File: src/verilog/registerFile.sv
`timescale 1ns/1ps
`default_nettype none

module registerFile (
  input  logic        clk,
  input  logic        reset,
  input  logic        run,
  input  logic [4:0]  rs1,
  input  logic [4:0]  rs2,
  input  logic [4:0]  rd,
  input  logic        regWrite,
  input  logic [31:0] wbData,
  output logic [31:0] rs1Data,
  output logic [31:0] rs2Data,
  output logic [31:0] a0
);

  logic [31:0] regs [32];

  // x0 is never written, so it stays at its reset value.
  always_ff @(posedge clk) begin
    if (reset) begin
      for (int i = 0; i < 32; i++) begin
        regs[i] <= '0;
      end
    end else if (run && regWrite && rd != 5'd0) begin
      regs[rd] <= wbData;
    end
  end

  assign rs1Data = regs[rs1];
  assign rs2Data = regs[rs2];

  // a0 is x10.
  assign a0 = regs[10];

endmodule

`default_nettype wire

File: config.mk
export PLATFORM = sky130hd
export DESIGN_NAME = registerFile
export DESIGN_NICKNAME = d
export VERILOG_FILES = /design/src/verilog/registerFile.sv
export SDC_FILE = /design/constraint.sdc
export NUM_CORES = 2
export LEC_CHECK = 0
export BUFFER_PORTS_ARGS = -buffer_cell sky130_fd_sc_hd__clkbuf_2
export CELL_PAD_IN_SITES_DETAIL_PLACEMENT = 1
export CELL_PAD_IN_SITES_GLOBAL_PLACEMENT = 1
export CORE_MARGIN = 10
export CORE_UTILIZATION = 50
export DETAILED_ROUTE_END_ITERATION = 10
export GPL_TIMING_DRIVEN = 0
export PLACE_DENSITY = 0.76
export SYNTH_ARGS = -nofsm -noshare
export SYNTH_HDL_FRONTEND = slang
export SYNTH_SLANG_ARGS = --single-unit
File: constraint.sdc
create_clock -name clk -period 1.85 [get_ports clk]
set_input_delay 0.0925 -clock clk [delete_from_list [all_inputs] [get_ports clk]]
set_output_delay 0.0925 -clock clk [all_outputs]
set_load 0.02 [all_outputs]
# Word level (Yosys, flattened, before mapping)
# Memory sizes are Yosys's and may differ from the RTL's.
# Index checks and enable logic that the tools add are counted.
# totals
mem_bits_rw	1024
latchBits	0
elab_cells	13
inputBits	51
romBits	0
memories	1
register_bits	0
out_inout_bits	96
# op_classes
reduce_logical	4
addsub	0
div	0
n_lt_le_gt_ge	0
multipliers	0
n_shift	0
n_eq_ne	0
n_bitwise	0
muxes	8
# memory_table
memory	depth	word_bits	read_ports	rd_ports_with_merged_regs	wr	line	rtl
regs	32	32	3	0	32	18	logic [31:0] regs [32];
# ops
op	count
2-to-1 mux 32 bit	1
OR reduction 32 bit	1
2-to-1 mux 1 bit	6
2-to-1 mux 5 bit	1
nonzero test 5 bit	1
logical AND 1 bit	2

# Logic depth before layout (Yosys ltp)
# depth
depth_word	7
mapped_depth	8
mapped_depth_nobuf	5

# Least setup slack after synthesis
# No wires, ideal clock.
# synth_timing
path_kind	input-to-reg
from	input run
to	memory regs[26][0] (enable)
cell_stages	5
slack_ns	0.204
path_buffers	0
t_arrival_ns	1.271
required_time_ns	1.475
cell_sequence	nand2_1 nor3_4 nand2_4 nor2_4 or2_2
# synth_lines
element	line	rtl
start, declared	7	input logic run,
end, declared	18	

==> summary.log <==
[status] status finished, violations left
[status] violated checks setup timing
[timing] setup total negative slack -35460 ps
[synth] async set-or-reset flop fraction in the synthesized netlist 0%
[placement] total half-perimeter wirelength after legalization and detailed placement 163000 microns
[placement] quantity of I/O buffers inserted on ports 144
[grt] overall global routing resource usage 35.3%
[timing] RSZ-0062 raised after global routing yes
[pwr] cell-internal power 42.6 mW
[setup_path] stage delay of the slowest cell on the critical path 400 ps
[die] width of the chip 355 microns
[pwr] highest ir drop seen on vdd 747 uV
[timing] Fin Hold WS 219 ps
[synth] fraction of the yosys area taken by sequential cells 54.8%
[timing] transition time at the pin with the least slew margin 1240 ps
[flow_run] reported max-cap violation count 0
[setup_path] cell chain of the critical path mux2i_1 -> a22o_1 -> nor3_2 -> a31oi_2 -> nand3_2 -> buf_6
[setup_path] crit path max-delay cell type sky130_fd_sc_hd__edfxtp_1
[cts] number of H-tree levels 3
[cts] number of CTS-inserted buffers 111
[pwr] net load switching power 16.2 mW
[grt] grt ovf 0
[route] detailed-routing iteration count for the pre-antenna-repair pass 6
[timing] final worst-path cycle share 129%
[route] average wire length per cell after detail routing 35.8 microns
[cells_and_area] total number of nets in the final design 4988
[pwr] fraction of power spent switching nets 27.5%
[grt] initial antenna violation count 17
[timing] headroom to the max-slew limit 17.4%
[synth] Netlist cell types 32
[setup_path] largest fanout on the critical path 2
[synth] Post-Syn Area 0.0561 sq mm
[timing] min Tclk post-route 2390 ps
[cells_and_area] Largest regs regs x1024
[placement] number of cells after detailed placement 6268
[pwr] total power density per cell area 905 mW/mm^2
[synth] Post-Syn Instances 4604
[setup_path] type of destination of the critical path primary output
[cts] clock tree root driver cell sky130_fd_sc_hd__clkbuf_16
[synth] top cell type's share of synthesized area 54.8%
[route] routed wire length 233000 microns
[placement] placer's final routability congestion estimate 0.950
[route] average vias per placed instance 6.56
[pwr] register share of total power 46.8%
[setup_path] data required time at the worst endpoint 1760 ps
[synth] top cell type by total area after synthesis sky130_fd_sc_hd__edfxtp_1
[cts] maximum root-to-sink buffer count 3
[timing] slack of the critical path -543 ps
[pwr] Clk network pwr share 38.9%
[timing] final hold violation count 0
[die] Die Span Y 355 microns
[die] IO Pins 147
[cells_and_area] max FFs per register 1024
[route] post-route DRC violation count 0
[cells_and_area] fraction of final layout cells sized beyond drive strength 1 17.8%
[setup_path] startpoint-to-endpoint class of the critical path reg -> out
[synth] synth warn 0
[route] vias after detailed routing 42.7k
[synth] mean cell area of the mapped netlist 12.2 sq um
[timing] maximum clock rate 0.418 GHz
[cells_and_area] P&R area growth vs syn 15.9%
[pwr] LEAKAGE 25.6 nW
[synth] number of synthesized flops with an enable pin 1024
[setup_path] crit path DAT 2300 ps
[grt] number of global-route vias before repair 43.8k
[synth] Seq cells post-synth 1024
[grt] first-pass GRT wire length 319000 microns
[synth] leading register cell type out of synthesis sky130_fd_sc_hd__edfxtp_1
[placement] worst slack after detailed placement -1440 ps
[cells_and_area] Fill cells 11.2k
[timing] count of endpoints failing setup in the final report 284
[cts] clock-pin slew reported for the worst setup and hold paths after clock tree synthesis 60 ps
[cts] sink count of the clock tree 1024
[die] number of placement rows 122
[timing] Max Transition Viols Final 0
[hold_path] worst min-delay path class in -> reg
[cells_and_area] number of non-filler instances in the completed layout 6518
[cells_and_area] Biggest register regs
[die] die area 0.126 sq mm
[route] count of antenna-violating nets left after detailed routing 0
[hold_path] cell depth of the worst min-delay path 4
[cts] TritonCTS clock tree built
[pwr] fraction of power consumed by combinational cells 14.4%
[route] First DRT Iteration DRCs 5514
[setup_path] category of the worst setup path launch point flip-flop
[synth] ranking of synthesized cells by instance count 1024 x sky130_fd_sc_hd__edfxtp_1, 1024 x sky130_fd_sc_hd__mux2i_1, 994 x sky130_fd_sc_hd__and2_1
[pwr] overall power of the completed layout 58.8 mW
[synth] top area cells in the synthesized netlist sky130_fd_sc_hd__edfxtp_1 55%, sky130_fd_sc_hd__mux2i_1 18%, sky130_fd_sc_hd__and2_1 11%
[grt] pin count of the biggest net entering global routing 33
[die] floorplan core area 0.111 sq mm
[die] effective utilization at floorplan 50.5%
[logic make-up after synthesis]
| group | Yosys count | share of synthesized area, % |
|---|---|---|
| AOI/OAI and AO/OA | 576 | 7.00 |
| DFF | 1024 | 54.8 |
| and+or+nand+nor | 1534 | 15.8 |
| buffers and inverters | 445 | 4.09 |
| muxes | 1024 | 18.3 |
| other | 1 | 0.00669 |
[stage by stage]
stage	utilization [%]	area, sq um
6_report	58.6	65000
5_1_grt	58.6	65000
4_1_cts	58.0	64400
3_5_place_dp	53.0	58800
3_3_place_gp	53.0	58800
2_1_floorplan	-	56200
[power by group through the flow]
stage               clock (mW)  combinational, mW  sequential, mW
floorplan                    0               4.21            27.7
global placement             0               7.08            27.8
detailed placement           0               7.22            27.9
CTS                       22.6               7.91            27.4
global route              23.5               8.64            27.6
finish                    22.9               8.44            27.5
[cells in the final DEF (no fill, tap or decap), drive strengths merged, types with 12 or more instances in the layout]
| cell | n |
|---|---|
| nand2 | 197 |
| and2 | 994 |
| dlygate4sd3 | 32 |
| a21oi | 192 |
| or2 | 42 |
| mux2i | 1024 |
| nand3 | 194 |
| a22o | 128 |
| a31oi | 64 |
| nor2 | 35 |
| edfxtp | 1024 |
| clkinv | 35 |
| bufinv | 12 |
| nor3 | 65 |
| buf | 231 |
| clkbuf | 507 |
| conb | 32 |
| a22oi | 192 |
[per-layer routing]
layer	track usage [%]	vias up	wire (microns)
li1	-	17500	-
met1	44.2	21800	86700
met2	56.6	2755	107000
met3	8.14	686	25400
met4	19.3	4	14100
met5	0	-	28
[timing repair]
| action | CTS | global route |
|---|---|---|
| gates resized for setup | 419 | 185 |
| setup buffers | 2 | 2 |
| endpoints found under the hold margin | 32 | 0 |
| pin swaps | 105 | 106 |
| cloned | 4 | 5 |
| hold buffers | 32 | 0 |
| setup endpoints to repair | 845 | 456 |
[layout make-up]
type,instances,area [sq um],share of cell area (%)
Buffer,444,2520,3.87
Sequential cell,1024,30700,47.3
Antenna cell,5,12.5,0.0193
Clock inverter,55,577,0.888
Clock buffer,146,3020,4.64
Multi-Input combinational cell,3175,24700,38.0
Tap cell,1488,1860,2.86
Timing Repair Buffer,181,1540,2.38
[worst paths after layout]
kind                                   from                         end
hold / removal                        rd[0]  regs[19][31]$_SDFFCE_PN0P_
setup / recovery  regs[2][28]$_SDFFCE_PN0P_                 rs1Data[28]
[critical path, delay by kind of cell (launching register included)]
family	cells	cell delay, ps
compound gates	2	570
buf+inv	1	170
simple gates	2	270
flops	1	400
mux	1	170
Note: power is estimated with default switching activity, not from simulation.
