File: config.mk
export PLATFORM = sky130hd
export DESIGN_NAME = executeUnit
export DESIGN_NICKNAME = d
export VERILOG_FILES = /design/src/verilog/isaPkg.sv /design/src/verilog/executeUnit.sv
export SDC_FILE = /design/constraint.sdc
export NUM_CORES = 1
export LEC_CHECK = 0
export BUFFER_PORTS_ARGS = -buffer_cell sky130_fd_sc_hd__buf_2
export CORE_AREA = 5 5 129 131
export DETAILED_ROUTE_END_ITERATION = 12
export DIE_AREA = 0 0 134 136
export PLACE_DENSITY = 0.85
export SLEW_MARGIN = 20
export SYNTH_ARGS = -nofsm -noshare
export SYNTH_HDL_FRONTEND = slang
export SYNTH_SLANG_ARGS = --single-unit
File: constraint.sdc
create_clock -name vclk -period 6.4
set_input_delay 0.64 -clock vclk [all_inputs]
set_output_delay 0.64 -clock vclk [all_outputs]
set_load 0.01 [all_outputs]
File: src/verilog/isaPkg.sv
`default_nettype none

package isaPkg;

  // ==========================================================
  // major opcodes of the supported RV32I subset.
  // ==========================================================
  localparam logic [6:0] opcodeOp     = 7'b0110011;
  localparam logic [6:0] opcodeOpImm  = 7'b0010011;
  localparam logic [6:0] opcodeLui    = 7'b0110111;
  localparam logic [6:0] opcodeLoad   = 7'b0000011;
  localparam logic [6:0] opcodeStore  = 7'b0100011;
  localparam logic [6:0] opcodeBranch = 7'b1100011;
  localparam logic [6:0] opcodeJal    = 7'b1101111;

  // funct3 values, ALU group first.
  localparam logic [2:0] f3AddSub = 3'b000;
  localparam logic [2:0] f3Slt    = 3'b010;
  localparam logic [2:0] f3Xor    = 3'b100;
  localparam logic [2:0] f3Or     = 3'b110;
  localparam logic [2:0] f3And    = 3'b111;
  localparam logic [2:0] f3Word   = 3'b010;
  localparam logic [2:0] f3Beq    = 3'b000;
  localparam logic [2:0] f3Bne    = 3'b001;

  // funct7 that turns ADD into SUB.
  localparam logic [6:0] f7Sub = 7'b0100000;

  typedef enum logic [3:0] {
    aluAdd, aluSub, aluAnd, aluOr, aluXor, aluSlt, aluPassB
  } aluOpT;

  typedef enum logic [2:0] {immI, immS, immB, immU, immJ} immKindT;

  typedef enum logic [1:0] {wbAlu, wbMemory, wbPcPlus4} wbSelT;

endpackage

`default_nettype wire

File: src/verilog/executeUnit.sv
`timescale 1ns/1ps
`default_nettype none

module executeUnit import isaPkg::*; (
  input  logic [31:0] pc,
  input  logic [31:0] rs1Data,
  input  logic [31:0] rs2Data,
  input  logic [31:0] imm,
  input  logic        aluSrcImm,
  input  aluOpT       aluOp,
  input  logic        isBranch,
  input  logic        branchNe,
  input  logic        isJump,
  output logic [31:0] aluResult,
  output logic        takeBranch,
  output logic [31:0] branchTarget
);

  logic [31:0] operandB;
  logic        equal;

  assign operandB = aluSrcImm ? imm : rs2Data;

  // ==========================================================
  // ALU.
  // ==========================================================
  always_comb begin
    case (aluOp)
      aluSub:   aluResult = rs1Data - operandB;
      aluAnd:   aluResult = rs1Data & operandB;
      aluOr:    aluResult = rs1Data | operandB;
      aluXor:   aluResult = rs1Data ^ operandB;
      aluSlt:   aluResult = {31'b0, $signed(rs1Data) < $signed(operandB)};
      aluPassB: aluResult = operandB;
      default:  aluResult = rs1Data + operandB;
    endcase
  end

  // branch compare uses the register operands directly.
  assign equal = (rs1Data == rs2Data);

  assign takeBranch   = isJump || (isBranch && (branchNe ? !equal : equal));
  assign branchTarget = pc + imm;

endmodule

`default_nettype wire

After elaboration in Yosys (flattened, before gate mapping). Cells that the tools add are included.

Reductions and logical operators: 3. Multiplexer cells: 3. Bitwise gates (word level): 3. Add/subtract/negate cells: 3. Equality and inequality tests: 7. $lt $le $gt $ge: 1.

Operators with widths (count): $pmux 32 s6 (1); $add 32x32->32 (2); $and 32x32->32 (1); $eq 32x32->1 (1); $lt 32x32->1 (1); $mux 32 (1); $or 32x32->32 (1); $sub 32x32->32 (1); $xor 32x32->32 (1); $eq 4x3->1 const B (3); $eq 4x2->1 const B (2); $eq 4x1->1 const B (1); $logic_and 1x1->1 (1); $logic_not 1->1 (1); $logic_or 1x1->1 (1); $mux 1 (1).

Output and inout bits: 65. Word-level logic and storage cells: 20. Flip-flop bits (word level): 0.

Longest topological paths before layout.
Depth in word-level cells: 5. Depth in mapped cells: 16. Depth with buffers taken out: 13.

Least setup slack after synthesis. Ideal clock, no wire load.

Kind: input -> output. Start point: input port aluSrcImm. End point: output port aluResult[26]. Required time: 5760 ps. Cell stages on the path: 14. Arrival time: 4314 ps. Buffers on the path: 3. Setup slack: 1446 ps. Path through: clkbuf_1 > clkbuf_1 > buf_1 > mux2i_1 > ha_1 > or4_1 > nor4_1 > o211ai_1 > nand3_2 > a211o_1 > a21oi_2 > o31ai_1 > mux2_1 > o211ai_1.

Word-level cells in the longest chain between the ends: 3. Elaborated cells between the ends (all ways): 7.

Ends and longest elaborated chain: from (decl) (line executeUnit.sv:9) `input logic aluSrcImm,`; $mux 32 (*) (line executeUnit.sv:22) `assign operandB = aluSrcImm ? imm : rs2Data;`; $add 32x32->32, or another cell as far along (line executeUnit.sv:35) `default: aluResult = rs1Data + operandB;`; $pmux 32 s6 (*) (line executeUnit.sv:28) `case (aluOp)`; to (decl) (line executeUnit.sv:14) `output logic [31:0] aluResult,`.

Mark *: on every way between the ends. The rest lies on a longest branch, timed or not.

Worst setup path after layout.
Start point: input port aluSrcImm. End point: output port aluResult[31].

The elaborated chain is that of the path after synthesis.

==> reports/metrics.csv <==
stage,metric,value,unit
timing,final setup margin,1.31,ns
synth,count of unique library cells instantiated by Yosys,80,
cells_and_area,sequential cell count,0,
timing,setup total negative slack,0,ns
synth,most frequently used cell type in the post-synthesis netlist,ha_1,
timing,count of endpoints failing hold in the final timing report,0,
worst_setup_path,critical path startpoint category,input pin,
synth,Post-Syn Area,7450,um2
placed_design,HPWL reported at the end of detailed placement,23500,um
floorplan,std cell rows,46,
synth,number of instances in the synthesized netlist,1096,
synth,"top cells by area, synth","ha_1 (21%), xnor2_1 (6.6%), a21oi_1 (6.4%), inv_1 (5.6%), nor2_1 (4.8%)",
synth,synthesized area per cell,6.80,um2
cells_and_area,Final #Nets,1519,
floorplan,die span in x,134,um
placed_design,number of buffer cells added on primary ports,201,
synth,Synth top area share,21.3,%
hold_path,type of the most critical hold path,input pin to output pin,
cells_and_area,area used by sequential logic in the layout,0,um2
floorplan,die footprint,18200,um2
clocking,CTS Hold Bufs,0,
pwr,worst vdd rail ir drop,0.0541,mV
grt,vias in the first global route,8678,
cells_and_area,area delta synth->final,14.9,%
synth,top cells by instance count after synthesis,"ha_1 (127), inv_1 (111), a21oi_1 (96)",
route,via density per instance,6.47,
timing,normalized max-slew margin,27.0,%
synth,library cell occupying the most area in the post-synthesis netlist,ha_1,
cells_and_area,post-route core utilization,55.3,%
synth,total number of yosys warnings,0,
cells_and_area,clock buffers,0,
pwr,power density of the placed cells,116,nW/um2
route,wire length reported by the detailed router,29300,um
floorplan,standard cell core area,15500,um2
floorplan,number of primary I/O pins,201,
worst_setup_path,Critical Path End Type,output pin,
placed_design,Placed Instances,1443,
grt,global-route wire length before repair,45300,um
run,total of max-cap violations,0,
route,count of TritonRoute iterations in the first routing pass,7,
worst_setup_path,crit path max fanout,14,
worst_setup_path,"Arr. time, crit path",4.45,ns
worst_setup_path,required time at the worst-slack endpoint,5.76,ns
timing,Final period util,79.6,%
placed_design,routability cong.,1.03,
worst_setup_path,ordered cell list for the critical path,buf_2 -> mux2i_1 -> ha_1 -> a21oi_1 -> o21ai_0 -> a221o_1 -> a2111oi_2 -> a21boi_2 -> o21ai_2 -> a31oi_1 -> mux2i_1 -> o2111ai_1 -> buf_2,
cells_and_area,Ant. Diodes,0,
clocking,# Post-CTS Setup Buffers,0,
worst_setup_path,slowest stage cell on the critical path,mux2i_1,
clocking,post-CTS sizing,0,
timing,Max Clock Freq,196,MHz
timing,"Min Clock Period, post-route",5.09,ns
cells_and_area,fraction of final layout cells sized beyond drive strength 1,19.7,%
route,number of violations reported at the end of detailed-routing iteration 0,982,
grt,GRT Util Overall,30.2,%
worst_setup_path,maximum single-stage delay on the critical path,0.54,ns
timing,Final Max Tran Viols,0,
grt,pin count of the biggest net entering global routing,33,
cells_and_area,number of cells in the finished layout apart from fillers,1443,
route,number of routed nets with antenna violations,0,
hold_path,worst hold path depth,3,
route,count of unresolved DRC violations after routing,0,
route,wire length per cell,20.3,um
placed_design,setup slack after placement,1.43,ns
pwr,Leak Pwr,4.16,nW
grt,initial antenna violation count,0,
route,via count,9338,
outcome,run status,finished clean,
synth,syn_nets,1362,
timing,slew at the pin closest to its max-slew limit,1.09,ns
timing,unrepaired setup endpoints after global routing,false,
worst_setup_path,class of the most critical setup path,input pin to output pin,
floorplan,Die Span Y,136,um
timing,total setup violations reported at the end of the flow,0,
synth,sequential area share after synthesis,0,%
floorplan,effective utilization at floorplan,48.1,%
grt,total congestion overflow after global routing,0,
routing by layer:
| layer | share of wire (%) | global-route usage (%) |
|---|---|---|
| met5 | 0 | 0 |
| met4 | 4.5 | 12.1 |
| met3 | 11 | 4.55 |
| met2 | 45 | 50.0 |
| met1 | 40 | 39.5 |
critical path: cells and delay by family:
kind,cells,cell delay (ns)
compound gates,8,1.99
fa+ha+maj,1,0.48
buf+inv,2,0.57
mux,2,0.76
final timing paths:
| kind | start | endpoint | slack [ns] |
|---|---|---|---|
| worst min-delay path | isJump | takeBranch | 1.56 |
| worst max-delay path | aluSrcImm | aluResult[31] | 1.31 |
through the flow:
stage / hold WS [ns] / area (um2) / total power [W]
after floorplan: 1.38 / 7450 / 0.000658
after detailed placement: 1.57 / 8560 / 0.000969
after global placement: 1.56 / 8560 / 0.000957
final: 1.56 / 8560 / 0.000996
after CTS: 1.57 / 8560 / 0.000974
after global routing: 1.59 / 8560 / 0.00108
report_power, final:
| group | leakage (nW) | switching [W] | internal [W] |
|---|---|---|---|
| clock network | 0 | 0 | 0 |
| registers | 0 | 0 | 0 |
| logic | 4.16 | 0.000601 | 0.000395 |
kinds of logic after synthesis:
kind of cell / share of synthesized area [%]
xor+xnor: 7.40
simple gates: 19.7
buf+inv: 8.66
fa+ha+maj: 22.1
mux: 4.97
compound gates: 37.1
layout make-up:
cell class,count,area [um2]
repair buffers,209,1080
fillers,1467,6920
well taps,192,240
multi-input cells,930,6830
inverters,112,420
layout by cell type, fill, tap and decap left out, types with 24 or more instances in the layout:
cell type / Yosys / routed
a21oi_1: 96 / 96
a221oi_1: 36 / 36
buf_2: 6 / 201
ha_1: 127 / 127
inv_1: 111 / 111
nand2_1: 70 / 70
nand3_1: 24 / 24
nor2_1: 95 / 95
o21ai_0: 51 / 51
xnor2_1: 56 / 56
(Power assumes the default switching activity.)
