**src/verilog/busMapPkg.sv**
```systemverilog
`default_nettype none

package busMapPkg;

  // ==========================================================
  // APB address map, byte addresses.
  // ==========================================================
  localparam logic [15:0] imemBase   = 16'h0000;
  localparam logic [15:0] dmemBase   = 16'h2000;
  localparam logic [15:0] ctrlAddr   = 16'h4000;
  localparam logic [15:0] regionSpan = 16'h1000;

  // control register fields.
  localparam int runBit = 0;

endpackage

`default_nettype wire

```
**src/verilog/apbHostPort.sv**
```systemverilog
`timescale 1ns/1ps
`default_nettype none

module apbHostPort import busMapPkg::*; #(
  parameter int iMemWords = 256,
  parameter int dMemWords = 256,
  localparam int idxBits = ($clog2(iMemWords) > $clog2(dMemWords)) ?
                           $clog2(iMemWords) : $clog2(dMemWords)
) (
  input  logic               clk,
  input  logic               reset,
  input  logic               psel,
  input  logic               penable,
  input  logic               pwrite,
  input  logic [15:0]        paddr,
  input  logic [31:0]        pwdata,
  output logic [31:0]        prdata,
  output logic               pready,
  output logic               pslverr,
  output logic               run,
  output logic               imemWe,
  output logic [idxBits-1:0] memIndex,
  input  logic [31:0]        imemRdata,
  input  logic [31:0]        dmemRdata
);

  logic access;
  logic inImem;
  logic inDmem;
  logic inCtrl;

  // ==========================================================
  // region decode.
  // ==========================================================
  assign access = psel && penable;
  assign inImem = (paddr - imemBase) < regionSpan;
  assign inDmem = (paddr - dmemBase) < regionSpan;
  assign inCtrl = (paddr == ctrlAddr);

  // shared word index into either memory.
  assign memIndex = paddr[idxBits+1:2];

  // the program cannot change under a running core.
  assign imemWe = access && pwrite && inImem && !run;

  always_ff @(posedge clk) begin
    if (reset) begin
      run <= 1'b0;
    end else if (access && pwrite && inCtrl) begin
      run <= pwdata[runBit];
    end
  end

  always_comb begin
    prdata = '0;
    if (inImem) begin
      prdata = imemRdata;
    end else if (inDmem) begin
      prdata = dmemRdata;
    end else if (inCtrl) begin
      prdata[runBit] = run;
    end
  end

  // no wait states.
  assign pready  = 1'b1;
  assign pslverr = access && (!(inImem || inDmem || inCtrl) ||
                              (pwrite && inDmem) ||
                              (pwrite && inImem && run));

endmodule

`default_nettype wire

```
**config.mk**
```make
export PLATFORM = sky130hd
export DESIGN_NAME = apbHostPort
export DESIGN_NICKNAME = d
export VERILOG_FILES = /design/src/verilog/busMapPkg.sv /design/src/verilog/apbHostPort.sv
export SDC_FILE = /design/constraint.sdc
export NUM_CORES = 1
export LEC_CHECK = 0
export BUFFER_PORTS_ARGS = -buffer_cell sky130_fd_sc_hd__buf_2
export CORE_AREA = 2 2 62 64
export CTS_CLUSTER_SIZE = 16
export DETAILED_ROUTE_END_ITERATION = 10
export DIE_AREA = 0 0 64 66
export MAX_ROUTING_LAYER = met4
export PLACE_DENSITY = 0.75
export REMOVE_ABC_BUFFERS = 1
export SLEW_MARGIN = 15
export SYNTH_ARGS = -nofsm -noshare
export SYNTH_HDL_FRONTEND = slang
export SYNTH_SLANG_ARGS = --single-unit
```
**constraint.sdc**
```tcl
create_clock -name clk -period 2.1 [get_ports clk]
set_clock_uncertainty 0.05 [all_clocks]
set_input_delay 0.42 -clock clk [delete_from_list [all_inputs] [get_ports clk]]
set_output_delay 0.42 -clock clk [all_outputs]
set_load 0.005 [all_outputs]
```
Word level (Yosys, flattened, before mapping)
Index checks and enable logic that the tools add are counted.
{"block": "word_totals", "reg_bits": 1, "in_bits": 117, "out_inout_bits": 44, "word_cells": 24}
{"block": "classes", "n_addsub": 1, "magnitude_cmp": 2, "n_eq_ne": 1, "muxes": 4, "reduce_logical": 15}
{"cell": "16-bit by 13-bit less-than comparator with 1-bit output, second input constant", "count": 2}
{"cell": "32-bit two-way mux", "count": 1}
{"cell": "31-bit two-way mux", "count": 1}
{"cell": "16-bit by 15-bit equality test with 1-bit output, second input constant", "count": 1}
{"cell": "16-bit by 14-bit subtractor with 16-bit output, second input constant", "count": 1}
{"cell": "1-bit logical AND", "count": 9}
{"cell": "1-bit logical OR", "count": 4}
{"cell": "1-bit logical NOT", "count": 2}
{"cell": "1-bit two-way mux", "count": 2}

Logic depth before layout (Yosys ltp)
{"block": "depth", "ltp_word": 8, "depth_mapped": 6, "depth_no_buf": 6}

Worst setup path after synthesis
No wires, ideal clock.
{"block": "synth_path", "kind": "input -> output", "from": "input port paddr[13]", "to": "output port prdata[0]", "arrival_time_ps": 1524, "required_time_ps": 1630, "setup_slack_ps": 106, "stages": 6, "n_path_buf": 0, "cell_sequence": "inv_1 > ha_1 > xor2_1 > nor3_2 > nor2_1 > a31o_2"}
{"block": "synth_via", "elab_chain_len": 4, "word_cells_on_any_way": 7, "classes_between": "1 x add/sub; 2 x order compare; 1 x eq/ne; 3 x mux"}
{"element": "start: declaration", "line": "apbHostPort.sv:15", "rtl": "input logic [15:0] paddr,"}
{"element": "16-bit by 14-bit subtractor with 16-bit output or 16-bit by 15-bit equality test with 1-bit output (tied branches)", "line": "apbHostPort.sv:37, apbHostPort.sv:38"}
{"element": "16-bit by 13-bit less-than comparator with 1-bit output or 1-bit two-way mux (tied branches)", "line": "apbHostPort.sv:37, apbHostPort.sv:60"}
{"element": "1-bit two-way mux", "line": "apbHostPort.sv:58", "rtl": "end else if (inDmem) begin"}
{"element": "32-bit two-way mux *", "line": "apbHostPort.sv:56", "rtl": "if (inImem) begin"}
{"element": "end: declaration", "line": "apbHostPort.sv:17", "rtl": "output logic [31:0] prdata,"}
Every way passes the cells marked *; elsewhere a longest branch is shown, timed or not.

Worst setup path in the final report
Same ends and word-level chain as after synthesis.

==> run_results.csv <==
group,metric,value,unit
sta,hold_slack,0.480,ns
grt,grt_pass1_wl,4000,um
synth,synth_ff_type,"dfxtp_1",
power,power.density,165,nW/um2
drt,drtIter0Drc,29,
final_layout,fin_nets,317,
placed_design,port_buffers,128,
drt,drc_errors,0,
die,row_count,22,
run_status,status,"finished, violations left",
hold_path,worstHoldStart,"run$_SDFFE_PP0P_",
synth,syn_inst,76,
die,pin_count,161,
power,intPower,145,uW
sta,max_freq,476,MHz
synth,syn_area,598,um2
setup_path,critPathMaxStageDelay,0.26,ns
sta,drv_slew,0,
synth,synth_xor_xnor_area_share,1.46,%
final_layout,final_layout_size_suffix_gt1_share,74.6,%
drt,vias_per_cell,4.33,
grt,grt_util_met2,21.6,%
setup_path,crit_type,"in -> out",
flow_run,max-cap-violations,0,
power,clkPwrFrac,0,%
grt,gr-usage-met3,1.87,%
placed_design,dp_hpwl,2510,um
synth,yosys_warnings,0,
drt,avgRoutedWirePerCell,11.9,um
setup_path,crit_path_max_fanout,4,
grt,busiest_layer,"met2",
power,p_seq_share,8.6,%
grt,grt_antenna_before_repair,1,
synth,synth_top_family_by_area,"compound AO/OA/AOI/OAI gates",
synth,synth-edff-count,0,
synth,async_flop_share,0,%
setup_path,crit_chain,"buf_8 -> inv_4 -> ha_4 -> nand2_4 -> nor3_4 -> buf_6 -> nor2_2 -> a31o_2 -> buf_6",
synth,synthTopCellsByCount,"30 x a22o_1, 9 x buf_4",
synth,synth.top_cell.area_share,43.9,%
synth,synthAdderAreaFrac,2.09,%
grt,met1_usage,14.4,%
sta,finalHoldViolCount,0,
grt,grt-ovfl-total,0,
synth,yosysMostFrequentCell,"a22o_1",
sta,rsz0062_at_grt,"yes",
power,vdd_ir_drop_max,0.0624,mV
synth,synth-simple-area-share,20.1,%
power,power_leakage,0.797,nW
synth,synth_mux_area_share,1.67,%
drt,vias,1065,
synth,syn_avg_cell_area,7.87,um2
sta,fin_crit_sh,100,%
die,core,3550,um2
final_layout,largest_reg_flops,1,
final_layout,top_regs,"run (1)",
setup_path,end_kind,"primary output",
sta,period_needed,2.10,ns
final_layout,syn_to_final_growth,128,%
sta,finalSetupViolations,1,
die,die_w,64,um
drt,ant_nets,0,
setup_path,cp_common_cell,"buf_6",
grt,grt_pass1_vias,902,
drt,wl,2930,um
grt,grt_usage,11.8,%
synth,synth_area_leader_cell,"a22o_1",
power,p_switching,80.2,uW
drt,dr.pass1.iters,4,
power,swShare,35.6,%
grt,grt_max_degree,26,
clocking,clk_pin_slew,0,ns
setup_path,critPathSlowestCell,"ha_4",
setup_path,critPathArrivalTime,1.63,ns
sta,setup_ws,-0.00103,ns
final_layout,final_util,38.4,%
setup_path,startpoint_type,"input port",
synth,ys_ff_latch,1,
setup_path,required,1.63,ns
synth,synth_compound_area_share,50.6,%
setup_path,r2r-start,"run$_SDFFE_PP0P_",
power,power.share.combinational,91.4,%
synth,synth_cell_types,25,
die,die_area,4220,um2
die,dieHeight,66,um
die,initial_core_util,16.8,%
setup_path,cp-startpoint,"paddr[13]",
hold_path,hp-class,"reg -> reg",
clocking,clk_latency,0,ns
placed_design,place_congestion,0.758,
final_layout,largest-register,"run",
clocking,hold_buffers,0,
synth,ys_seq_area_share,3.35,%
run_status,violations,"negative setup slack",
synth,synth_area_leaders,"a22o_1 44%, buf_4 11%, buf_6 5.6%, nor4_4 3.6%, a22o_2 3.3%",
-- power groups by stage --
stage / combinational, mW / sequential (mW) / clock (mW)
2_1_floorplan: 0.0504 / 0.0194 / 0
3_3_place_gp: 0.180 / 0.0194 / 0
3_5_place_dp: 0.183 / 0.0194 / 0
4_1_cts: 0.198 / 0.0194 / 0
5_1_grt: 0.224 / 0.0194 / 0.0000000636
6_report: 0.206 / 0.0194 / 0.0000000637
-- metal layers --
layer | wire length, um | vias up
met1 | 1180 | 467
met4 | 0 | 0
met3 | 280 | 0
li1 | - | 539
met5 | 0 | -
met2 | 1470 | 59
-- through the flow --
| step | total power, mW | setup TNS (ns) | setup slack [ns] | instance area (um2) | std cells |
|---|---|---|---|---|---|
| global route | 0.244 | -1.13 | -0.0672 | 1360 | 246 |
| detailed placement | 0.202 | -2.56 | -0.116 | 1260 | 244 |
| CTS | 0.217 | 0 | 0.0149 | 1330 | 245 |
| floorplan | 0.0698 | -17.38 | -0.624 | 485 | 61 |
| global placement | 0.200 | -2.53 | -0.115 | 1260 | 244 |
| finish | 0.225 | -0.00103 | -0.00103 | 1360 | 246 |
-- cell usage in the layout (no fill, tap or decap) --
cell type / instances
buf_2: 125
a22o_1: 30
buf_4: 4
nor3_1: 3
buf_8: 3
inv_4: 2
nor2_1: 2
nand2_1: 2
nand3_1: 2
a22o_2: 2
nand2b_1: 2
buf_6: 2
buf_12: 2
diode_2: 1
xor2_4: 1
nand2_4: 1
nor3_4: 1
nor4_4: 1
nor4_1: 1
nor4b_1: 1
nor2_2: 1
a31o_2: 1
a21oi_1: 1
or3_1: 1
o22ai_1: 1
nor3b_1: 1
mux2i_1: 1
ha_4: 1
conb_1: 1
dfxtp_1: 1
-- cells by family (layout without fill, tap and decap cells) --
logic type / after synthesis / in the layout
buf+inv: 17 / 138
other cells: 1 / 2
fa+ha+maj: 1 / 1
compound gates: 35 / 35
flops: 1 / 1
simple gates: 19 / 19
xor+xnor: 1 / 1
mux: 1 / 1
-- area by class of cell --
class / instances / area (um2)
fill: 373 / 2190
multi-input combinational: 58 / 505
tap: 48 / 60.1
inverter: 2 / 12.5
antenna: 1 / 2.50
timing repair buffer: 136 / 763
sequential: 1 / 20.0
-- worst max-delay path, delay by kind of cell --
kind / cells / cell delay [ns]
AND/OR/NAND/NOR: 3 / 0.34
AO/OA/AOI/OAI: 1 / 0.24
buffers and inverters: 4 / 0.38
adder cells (fa/ha/maj): 1 / 0.26
-- timing repair --
item | 4_1_cts | 5_1_grt
buffers inserted | 1 | 0
endpoints found under the setup margin | 27 | 33
pin swaps | 3 | 7
resized for setup | 10 | 8
-- path summary, 6_finish.rpt --
check,slack (ns),to,depth (start not counted)
max reg2reg,1.41,run$_SDFFE_PP0P_,2
max,-0.001,prdata[0],9
min reg2reg,0.48,run$_SDFFE_PP0P_,2
min,0.48,run$_SDFFE_PP0P_,2
Note: power is estimated with default switching activity, not from simulation.
