[src/verilog/isaPkg.sv]
`default_nettype none

package isaPkg;

  // ==========================================================
  // major opcodes of the supported RV32I subset.
  // ==========================================================
  localparam logic [6:0] opcodeOp     = 7'b0110011;
  localparam logic [6:0] opcodeOpImm  = 7'b0010011;
  localparam logic [6:0] opcodeLui    = 7'b0110111;
  localparam logic [6:0] opcodeLoad   = 7'b0000011;
  localparam logic [6:0] opcodeStore  = 7'b0100011;
  localparam logic [6:0] opcodeBranch = 7'b1100011;
  localparam logic [6:0] opcodeJal    = 7'b1101111;

  // funct3 values, ALU group first.
  localparam logic [2:0] f3AddSub = 3'b000;
  localparam logic [2:0] f3Slt    = 3'b010;
  localparam logic [2:0] f3Xor    = 3'b100;
  localparam logic [2:0] f3Or     = 3'b110;
  localparam logic [2:0] f3And    = 3'b111;
  localparam logic [2:0] f3Word   = 3'b010;
  localparam logic [2:0] f3Beq    = 3'b000;
  localparam logic [2:0] f3Bne    = 3'b001;

  // funct7 that turns ADD into SUB.
  localparam logic [6:0] f7Sub = 7'b0100000;

  typedef enum logic [3:0] {
    aluAdd, aluSub, aluAnd, aluOr, aluXor, aluSlt, aluPassB
  } aluOpT;

  typedef enum logic [2:0] {immI, immS, immB, immU, immJ} immKindT;

  typedef enum logic [1:0] {wbAlu, wbMemory, wbPcPlus4} wbSelT;

endpackage

`default_nettype wire

[src/verilog/decodeUnit.sv]
`timescale 1ns/1ps
`default_nettype none

module decodeUnit import isaPkg::*; (
  input  logic [31:0] instr,
  output logic [4:0]  rs1,
  output logic [4:0]  rs2,
  output logic [4:0]  rd,
  output logic        regWrite,
  output logic        aluSrcImm,
  output aluOpT       aluOp,
  output logic [31:0] imm,
  output wbSelT       wbSel,
  output logic        memWrite,
  output logic        isBranch,
  output logic        branchNe,
  output logic        isJump
);

  logic [6:0] opcode;
  logic [2:0] funct3;
  logic [6:0] funct7;
  immKindT    immKind;

  assign opcode = instr[6:0];
  assign funct3 = instr[14:12];
  assign funct7 = instr[31:25];
  assign rs1    = instr[19:15];
  assign rs2    = instr[24:20];
  assign rd     = instr[11:7];

  // ==========================================================
  // control decode.
  // ==========================================================
  always_comb begin
    regWrite  = 1'b0;
    aluSrcImm = 1'b0;
    aluOp     = aluAdd;
    immKind   = immI;
    wbSel     = wbAlu;
    memWrite  = 1'b0;
    isBranch  = 1'b0;
    branchNe  = 1'b0;
    isJump    = 1'b0;
    case (opcode)
      opcodeOp, opcodeOpImm: begin
        aluSrcImm = (opcode == opcodeOpImm);
        regWrite  = 1'b1;
        case (funct3)
          f3AddSub: aluOp = (opcode == opcodeOp && funct7 == f7Sub) ? aluSub : aluAdd;
          f3Slt:    aluOp = aluSlt;
          f3Xor:    aluOp = aluXor;
          f3Or:     aluOp = aluOr;
          f3And:    aluOp = aluAnd;
          default:  regWrite = 1'b0;
        endcase
      end
      opcodeLui: begin
        regWrite  = 1'b1;
        aluSrcImm = 1'b1;
        aluOp     = aluPassB;
        immKind   = immU;
      end
      opcodeLoad: begin
        regWrite  = (funct3 == f3Word);
        aluSrcImm = 1'b1;
        wbSel     = wbMemory;
      end
      opcodeStore: begin
        memWrite  = (funct3 == f3Word);
        aluSrcImm = 1'b1;
        immKind   = immS;
      end
      opcodeBranch: begin
        isBranch = (funct3 == f3Beq) || (funct3 == f3Bne);
        branchNe = (funct3 == f3Bne);
        aluOp    = aluSub;
        immKind  = immB;
      end
      opcodeJal: begin
        regWrite = 1'b1;
        isJump   = 1'b1;
        wbSel    = wbPcPlus4;
        immKind  = immJ;
      end
      // anything else stays a no-op.
      default: ;
    endcase
  end

  // sign-extended immediate.
  always_comb begin
    case (immKind)
      immS:    imm = {{20{instr[31]}}, instr[31:25], instr[11:7]};
      immB:    imm = {{19{instr[31]}}, instr[31], instr[7], instr[30:25], instr[11:8], 1'b0};
      immU:    imm = {instr[31:12], 12'b0};
      immJ:    imm = {{11{instr[31]}}, instr[31], instr[19:12], instr[20], instr[30:21], 1'b0};
      default: imm = {{20{instr[31]}}, instr[31:20]};
    endcase
  end

endmodule

`default_nettype wire

[config.mk]
export PLATFORM = sky130hd
export DESIGN_NAME = decodeUnit
export DESIGN_NICKNAME = d
export VERILOG_FILES = /design/src/verilog/isaPkg.sv /design/src/verilog/decodeUnit.sv
export SDC_FILE = /design/constraint.sdc
export NUM_CORES = 1
export LEC_CHECK = 0
export BUFFER_PORTS_ARGS = -buffer_cell sky130_fd_sc_hd__buf_2
export CORE_MARGIN = 3
export CORE_UTILIZATION = 37
export DETAILED_ROUTE_END_ITERATION = 6
export PLACE_DENSITY = 0.87
export SLEW_MARGIN = 20
export SYNTH_ARGS = -nofsm -noshare
export SYNTH_HDL_FRONTEND = slang
export SYNTH_SLANG_ARGS = --single-unit
export TNS_END_PERCENT = 1
[constraint.sdc]
create_clock -name vclk -period 1.4
set_input_delay 0.14 -clock vclk [all_inputs]
set_output_delay 0.14 -clock vclk [all_outputs]
set_load 0.02 [all_outputs]
=== Word level (Yosys, flattened, before mapping) ===
Index checks and enable logic that the tools add are counted.
W data, S select, Z words.

* Output and inout port bits: 59
* Word-level logic and storage cells: 37
* Input bits: 32
* Register bits after elaboration: 0

* Muxes and demuxes: 13
* Reductions and logical operators: 7
* Eq/ne operators: 17

{| class="wikitable"
|+ Operators by type and width
! kind !! count
|-
| $pmux W31 S4 || 1
|-
| $eq A7 B6 Y1 const B || 4
|-
| $pmux W3 S5 || 1
|-
| $eq A7 B7 Y1 const B || 2
|-
| $eq A3 B3 Y1 const B || 4
|-
| $pmux W3 S4 || 1
|-
| $eq A3 B2 Y1 const B || 3
|-
| $pmux W3 S3 || 1
|-
| $eq A7 B2 Y1 const B || 1
|-
| $eq A7 B5 Y1 const B || 1
|-
| $eq A3 B1 Y1 const B || 2
|-
| $mux W1 || 6
|-
| $reduce_or A5 Y1 || 1
|-
| $pmux W2 S2 || 1
|-
| $reduce_or A2 Y1 || 2
|-
| $logic_not A3 Y1 || 1
|-
| $pmux W1 S3 || 1
|-
| $reduce_or A3 Y1 || 1
|-
| $pmux W1 S2 || 1
|-
| $logic_and A1 B1 Y1 || 1
|-
| $logic_or A1 B1 Y1 || 1
|}

=== Logic depth before layout (Yosys ltp) ===
Gate-level depths: netlist of run 1.

* Depth after elaboration: 5
* Depth in mapped cells: 5
* Gate-level depth less buffers: 3

=== Worst setup path after synthesis of run 1 ===
Ideal clock, no wire load.

* Kind: input -> output
* Start point: in instr[2]
* End point: out branchNe
* Data required time: 1.260 ns
* Data arrival time: 1.491 ns
* Cell stages on the path: 4
* Buffers on the path: 1
* Slack: -0.231 ns
* Cell sequence: clkbuf_2 > nor2_1 > nand3_1 > nor4b_1

* Word-level cells in the longest chain between the ends: 2

{| class="wikitable"
|+ RTL lines
! element !! line !! text
|-
| start: declaration || decodeUnit.sv:5 || <nowiki>input logic [31:0] instr,</nowiki>
|-
| $eq A7 B7 Y1 || decodeUnit.sv:45 || <nowiki>case (opcode)</nowiki>
|-
| $mux W1 || decodeUnit.sv:45 ||
|-
| end: declaration || decodeUnit.sv:16 || <nowiki>output logic branchNe,</nowiki>
|}

No other way between the ends.

=== Worst setup path in the final report of run 1 ===
* Start point: in instr[6]
* End point: out imm[14]

* Word-level cells in the longest chain between the ends: 4
* Elaborated cells between the ends (all ways): 10
* Those cells by class: 8 x eq/ne; 2 x mux

{| class="wikitable"
|+ RTL lines
! element !! line !! text
|-
| $eq A7 B7 Y1 / $eq A7 B6 Y1 (equally long branches) || decodeUnit.sv:45 ||
|-
| $pmux W3 S4 (*) || decodeUnit.sv:45 ||
|-
| $eq A3 B3 Y1 (tied with other cells) || decodeUnit.sv:93 || <nowiki>case (immKind)</nowiki>
|-
| $pmux W31 S4 (*) || decodeUnit.sv:93 ||
|-
| end: declaration || decodeUnit.sv:12 || <nowiki>output logic [31:0] imm,</nowiki>
|}

Every way passes the cells marked *; elsewhere a longest branch is shown, timed or not.

==> metrics.log, run 1 <==
INFO  metric status = finished with violations
INFO  metric violations = setup timing
INFO  metric fmax = 654.4 MHz
INFO  metric port-buffer-count = 90
INFO  metric detailed_place_hpwl = 2.343 mm
INFO  metric drv_cap = 0
INFO  metric criticalPathCategory = in -> out
INFO  metric detail_route.vias_per_cell = 5.031
INFO  metric die_x = 53.78 um
INFO  metric setup_repair_after_global_routing_missed_its_margin = true
INFO  metric internal_power = 221.1 uW
INFO  metric clock_buffers = 0
INFO  metric overflow = 0
INFO  metric floorplan.initialDensity = 40.96%
INFO  metric routabilityCongestion = 0.8884
INFO  metric layout.area.seq = 0 sq um
INFO  metric final_setup_violations = 14
INFO  metric critical_path.startpoint_type = primary input
INFO  metric power.share.sequential = 0%
INFO  metric grt.total_usage = 20.43%
INFO  metric pwr_density_cell = 299.2 nW/um^2
INFO  metric tightest_hold_check_type = in -> out
INFO  metric number_of_distinct_library_cell_variants_in_the_gate_level_netlist_after_synthesis = 42
INFO  metric switching_power = 249.6 uW
INFO  metric leakage = 0.8648 nW
INFO  metric finish.net_count = 233
INFO  metric wl_per_cell = 14.05 um
INFO  metric finalHoldViolations = 0
INFO  metric grt_pass1_wl = 4.567 mm
INFO  metric antenna_left = 0
INFO  metric yosysTopAreaCellShare = 16.89%
INFO  metric syn_avg_cell_area = 7.408 sq um
INFO  metric synth.net_count = 146
INFO  metric power.clock.fraction = 0%
INFO  metric worstPathMaxFanout = 5
INFO  metric critical_path_arrival = 1.39 ns
INFO  metric synthTopCellsByArea = buf_4 17%, mux2_2 11%, a21o_1 9.8%
INFO  metric slew_violations = 0
INFO  metric quantity_of_hold_fixing_buffers_added_after_cts = 0
INFO  metric synth.top_cells.by_count = 19 x buf_4, 11 x a21o_1, 8 x mux2_2
INFO  metric power.total = 470.6 uW
INFO  metric rows = 16
INFO  metric fp.dieH = 53.78 um
INFO  metric drtPass1Iterations = 4
INFO  metric ys.warnings.count = 0
INFO  metric worst_hold_startpoint = instr[10]
INFO  metric final.setup.tns = -1.179 ns
INFO  metric crit_end_category = output pin
INFO  metric grt_antenna_before_repair = 0
INFO  metric power_share_of_the_combinational_group = 100.0%
INFO  metric synth_top_area_cell = buf_4
INFO  metric drc = 0
INFO  metric timing.final.crit_period = 1.528 ns
INFO  metric fp.dieArea = 2892 sq um
INFO  metric grt_pass1_vias = 1,092
INFO  metric sequential_area_share_after_synthesis = 0%
INFO  metric total_vias_in_the_final_route = 1,137
INFO  metric core_area = 2062 sq um
INFO  metric synthMostInstantiatedCell = buf_4
INFO  metric ir_worst_vdd = 207.7 uV
INFO  metric share_of_final_layout_standard_cells_stronger_than_drive_strength_1 = 67.34%
INFO  metric final_wirelength = 3.175 mm
INFO  metric flops_and_latches = 0
INFO  metric synthesis.area = 844.6 sq um
INFO  metric final_cycle_share = 109.1%
INFO  metric io_pins = 91
INFO  metric finalWorstSetupSlack = -0.1280 ns
INFO  metric syn_to_final_growth = 86.22%
INFO  metric worst_setup_startpoint = instr[6]
INFO  metric p_sw_share = 53.03%
INFO  metric dr.first_iter.drc_count = 10
INFO  metric antenna_cells_inserted = 0
INFO  metric syn-instance-count = 114
INFO  metric worst-endpoint-required = 1.26 ns
INFO  metric grt_start_max_net_pins = 19
## cell families after synthesis
group | count (synthesis) | share of synthesized area (%)
and+or+nand+nor | 42 | 34.52
buffers and inverters | 31 | 22.96
AOI/OAI and AO/OA | 26 | 24.60
muxes | 12 | 15.41
xor gates and xnor gates | 2 | 2.074
other | 1 | 0.4440
## power by group through the flow
| stage | Combinational (mW) | Sequential [mW] | Clock (mW) |
|---|---|---|---|
| 6_report | 0.471 | 0 | 0 |
| 3_5_place_dp | 0.395 | 0 | 0 |
| 2_1_floorplan | 0.256 | 0 | 0 |
| 4_1_cts | 0.448 | 0 | 0 |
| 5_1_grt | 0.504 | 0 | 0 |
| 3_3_place_gp | 0.388 | 0 | 0 |
## critical path, stage by stage
cell and delay [ns]:
buf_6 0.09, or3b_4 0.39, a21oi_4 0.15, buf_6 0.16, mux2_4 0.31, buf_6 0.13
## layout make-up
type	instances	area (sq um)
repair buffers	110	789.5
inverters	6	22.52
well taps	27	33.78
fillers	168	489.2
multi-input cells	83	726.9
## worst paths after layout
| kind | to | slack [ns] | cells past startpoint |
|---|---|---|---|
| worst min-delay path | rd[3] | 0.51 | 2 |
| worst max-delay path | imm[14] | -0.13 | 6 |
## placed cells by master, fill, tap and decap left out, types with 5 or more instances in the layout
cell,n
a21o_1,11
buf_2,59
buf_4,26
buf_6,23
inv_1,6
mux2_4,8
nor2b_1,7
o21ai_0,5
## timing repair
| action | 4_1_cts | 5_1_grt |
|---|---|---|
| pin swaps | 5 | 10 |
| cloned | 0 | 0 |
| setup buffers | 4 | 0 |
| resized for setup | 50 | 20 |
| endpoints found under the hold margin | 0 | 0 |
| endpoints found under the setup margin | 35 | 31 |
## layer usage
| metal | GRT usage, % | share of wire (%) | vias to the layer above | wire length, um |
|---|---|---|---|---|
| li1 | - | - | 563 | - |
| met1 | 24.02 | 39 | 515 | 1224 |
| met2 | 41.33 | 53 | 59 | 1683 |
| met3 | 1.662 | 8.4 | 0 | 267 |
| met4 | 0 | 0 | 0 | 0 |
| met5 | 0 | 0 | - | 0 |
## stage by stage
stage          hold WS, ns  std cells  area, sq um  utilization [%]  worst slack, ns
6_report            0.5107        226         1573            76.27          -0.1280
5_1_grt             0.5223        226         1573            76.27          -0.1560
4_1_cts             0.5120        226         1501            72.82          -0.1362
3_5_place_dp        0.5120        222         1309            63.47          -0.2065
3_3_place_gp        0.5116        222         1309            63.47          -0.1978
2_1_floorplan       0.3327        114        850.8                -          -0.1546
(Power assumes the default switching activity.)
==> run 2, diff against run 1 <==
BUFFER_PORTS_ARGS = not set   (was -buffer_cell sky130_fd_sc_hd__buf_2)
CORE_UTILIZATION = 55   (was 37)
DONT_BUFFER_PORTS = 1   (was not set)
PLACE_DENSITY = 0.72   (was 0.87)
==> metrics.log, run 2 (synthesized netlist as in run 1, its figures left out) <==
INFO  metric final_common_cell = buf_4 (was buf_2)
INFO  metric slew_violations = 0 (unchanged)
INFO  metric placed_cell_count = 125 (was 222)
INFO  metric worstPathMaxFanout = 9 (was 5)
INFO  metric finalHoldViolations = 0 (unchanged)
INFO  metric finish.net_count = 144 (was 233)
INFO  metric ir_worst_vdd = 141.8 uV (was 207.7 uV)
INFO  metric pwr_density_cell = 256.3 nW/um^2 (was 299.2 nW/um^2)
INFO  metric dr.first_iter.drc_count = 11 (was 10)
INFO  metric quantity_of_hold_fixing_buffers_added_after_cts = 0 (unchanged)
INFO  metric final_wirelength = 2.095 mm (was 3.175 mm)
INFO  metric criticalPathCategory = in -> out (unchanged)
INFO  metric grt_pass1_wl = 3.022 mm (was 4.567 mm)
INFO  metric violations = setup timing (unchanged)
INFO  metric final.setup.tns = -0.004383 ns (was -1.179 ns)
INFO  metric grt_pass1_vias = 663 (was 1,092)
INFO  metric overflow = 0 (unchanged)
INFO  metric floorplan.initialDensity = 61.81% (was 40.96%)
INFO  metric crit_end_category = output pin (unchanged)
INFO  metric rows = 13 (was 16)
INFO  metric postCtsSetupRepairBufs = 0 (was 4)
INFO  metric wl_per_cell = 16.76 um (was 14.05 um)
INFO  metric tightest_hold_check_type = in -> out (unchanged)
INFO  metric syn_to_final_growth = 1.333% (was 86.22%)
INFO  metric detail_route.vias_per_cell = 6.296 (was 5.031)
INFO  metric final_core_util = 62.64% (was 76.27%)
INFO  metric final_setup_violations = 7 (was 14)
INFO  metric fp.dieArea = 2042 sq um (was 2892 sq um)
INFO  metric status = finished with violations (unchanged)
INFO  metric setup_repair_after_global_routing_missed_its_margin = true (unchanged)
INFO  metric layout.area.seq = 0 sq um (unchanged)
INFO  metric critical_path_arrival = 1.26 ns (was 1.39 ns)
INFO  metric port-buffer-count = 0 (was 90)
INFO  metric io_pins = 91 (unchanged)
INFO  metric final_cycle_share = 100.2% (was 109.1%)
INFO  metric detailed_place_hpwl = 1.766 mm (was 2.343 mm)
INFO  metric clock_buffers = 0 (unchanged)
INFO  metric grt_start_max_net_pins = 19 (unchanged)
INFO  metric leakage = 0.4018 nW (was 0.8648 nW)
INFO  metric grt.total_usage = 18.69% (was 20.43%)
INFO  metric antenna_cells_inserted = 0 (unchanged)
INFO  metric timing.final.crit_period = 1.402 ns (was 1.528 ns)
INFO  metric die_x = 45.19 um (was 53.78 um)
INFO  metric drc = 0 (unchanged)
INFO  metric critical_path.startpoint_type = primary input (unchanged)
INFO  metric fp.dieH = 45.19 um (was 53.78 um)
INFO  metric post_layout_nonfiller_instances = 125 (was 226)
INFO  metric power.total = 219.4 uW (was 470.6 uW)
INFO  metric post-place-ws = -0.004015 ns (was -0.2065 ns)
INFO  metric share_of_final_layout_standard_cells_stronger_than_drive_strength_1 = 35.45% (was 67.34%)
INFO  metric layout_common_cells = 21 x buf_4, 11 x a21o_1, 8 x mux2_2 (was 59 x buf_2, 26 x buf_4, 23 x buf_6)
INFO  metric flops_and_latches = 0 (unchanged)
INFO  metric core_area = 1366 sq um (was 2062 sq um)
INFO  metric worst-endpoint-required = 1.26 ns (about the same)
INFO  metric finalWorstSetupSlack = -0.002223 ns (was -0.1280 ns)
INFO  metric drv_cap = 0 (unchanged)
INFO  metric grt_antenna_before_repair = 0 (unchanged)
INFO  metric total_vias_in_the_final_route = 787 (was 1,137)
INFO  metric fmax = 713.2 MHz (was 654.4 MHz)
INFO  metric drtPass1Iterations = 4 (unchanged)
INFO  metric routabilityCongestion = 0.7684 (was 0.8884)
INFO  metric antenna_left = 0 (unchanged)
run 2: area by class of cell:
class / count / area (sq um)
fillers: 116 / 510.5
inverters: 6 / 22.52
multi-input cells: 83 / 656.9
well taps: 15 / 18.77
repair buffers: 21 / 157.7
run 2: critical path: stages:
cell and delay [ns]:
or3b_4 0.39, a21oi_4 0.29, mux2_2 0.44
run 2: metal layers:
| layer | up-vias | GRT usage (%) | share of wire, % |
|---|---|---|---|
| met1 | 347 | 24.00 | 39 |
| met2 | 52 | 34.18 | 50 |
| met3 | 0 | 3.187 | 11 |
| met5 | - | 0 | 0 |
| met4 | 0 | 0 | 0 |
| li1 | 388 | - | - |
run 2: path summary, 6_finish.rpt:
path / depth (start not counted) / to / start / slack (ns)
max: 3 / imm[14] / instr[3] / -0.002
min: 0 / rd[2] / instr[9] / 0.28
run 2: what timing repair did:
item,CTS,global route
resized for setup,0,0
endpoints found under the setup margin,7,9
pin swaps,0,1
run 2: report_power, final:
| part | switching (mW) | internal [mW] | total, mW |
|---|---|---|---|
| combinational | 0.130 | 0.0897 | 0.219 |
| clock | 0 | 0 | 0 |
| sequential | 0 | 0 | 0 |
run 2: per-stage QoR:
| step | hold slack [ns] | cell area [sq um] |
|---|---|---|
| floorplan | 0.3327 | 850.8 |
| global placement | 0.2801 | 855.8 |
| detailed placement | 0.2802 | 855.8 |
| CTS | 0.2802 | 855.8 |
| global route | 0.2800 | 855.8 |
| finish | 0.2800 | 855.8 |
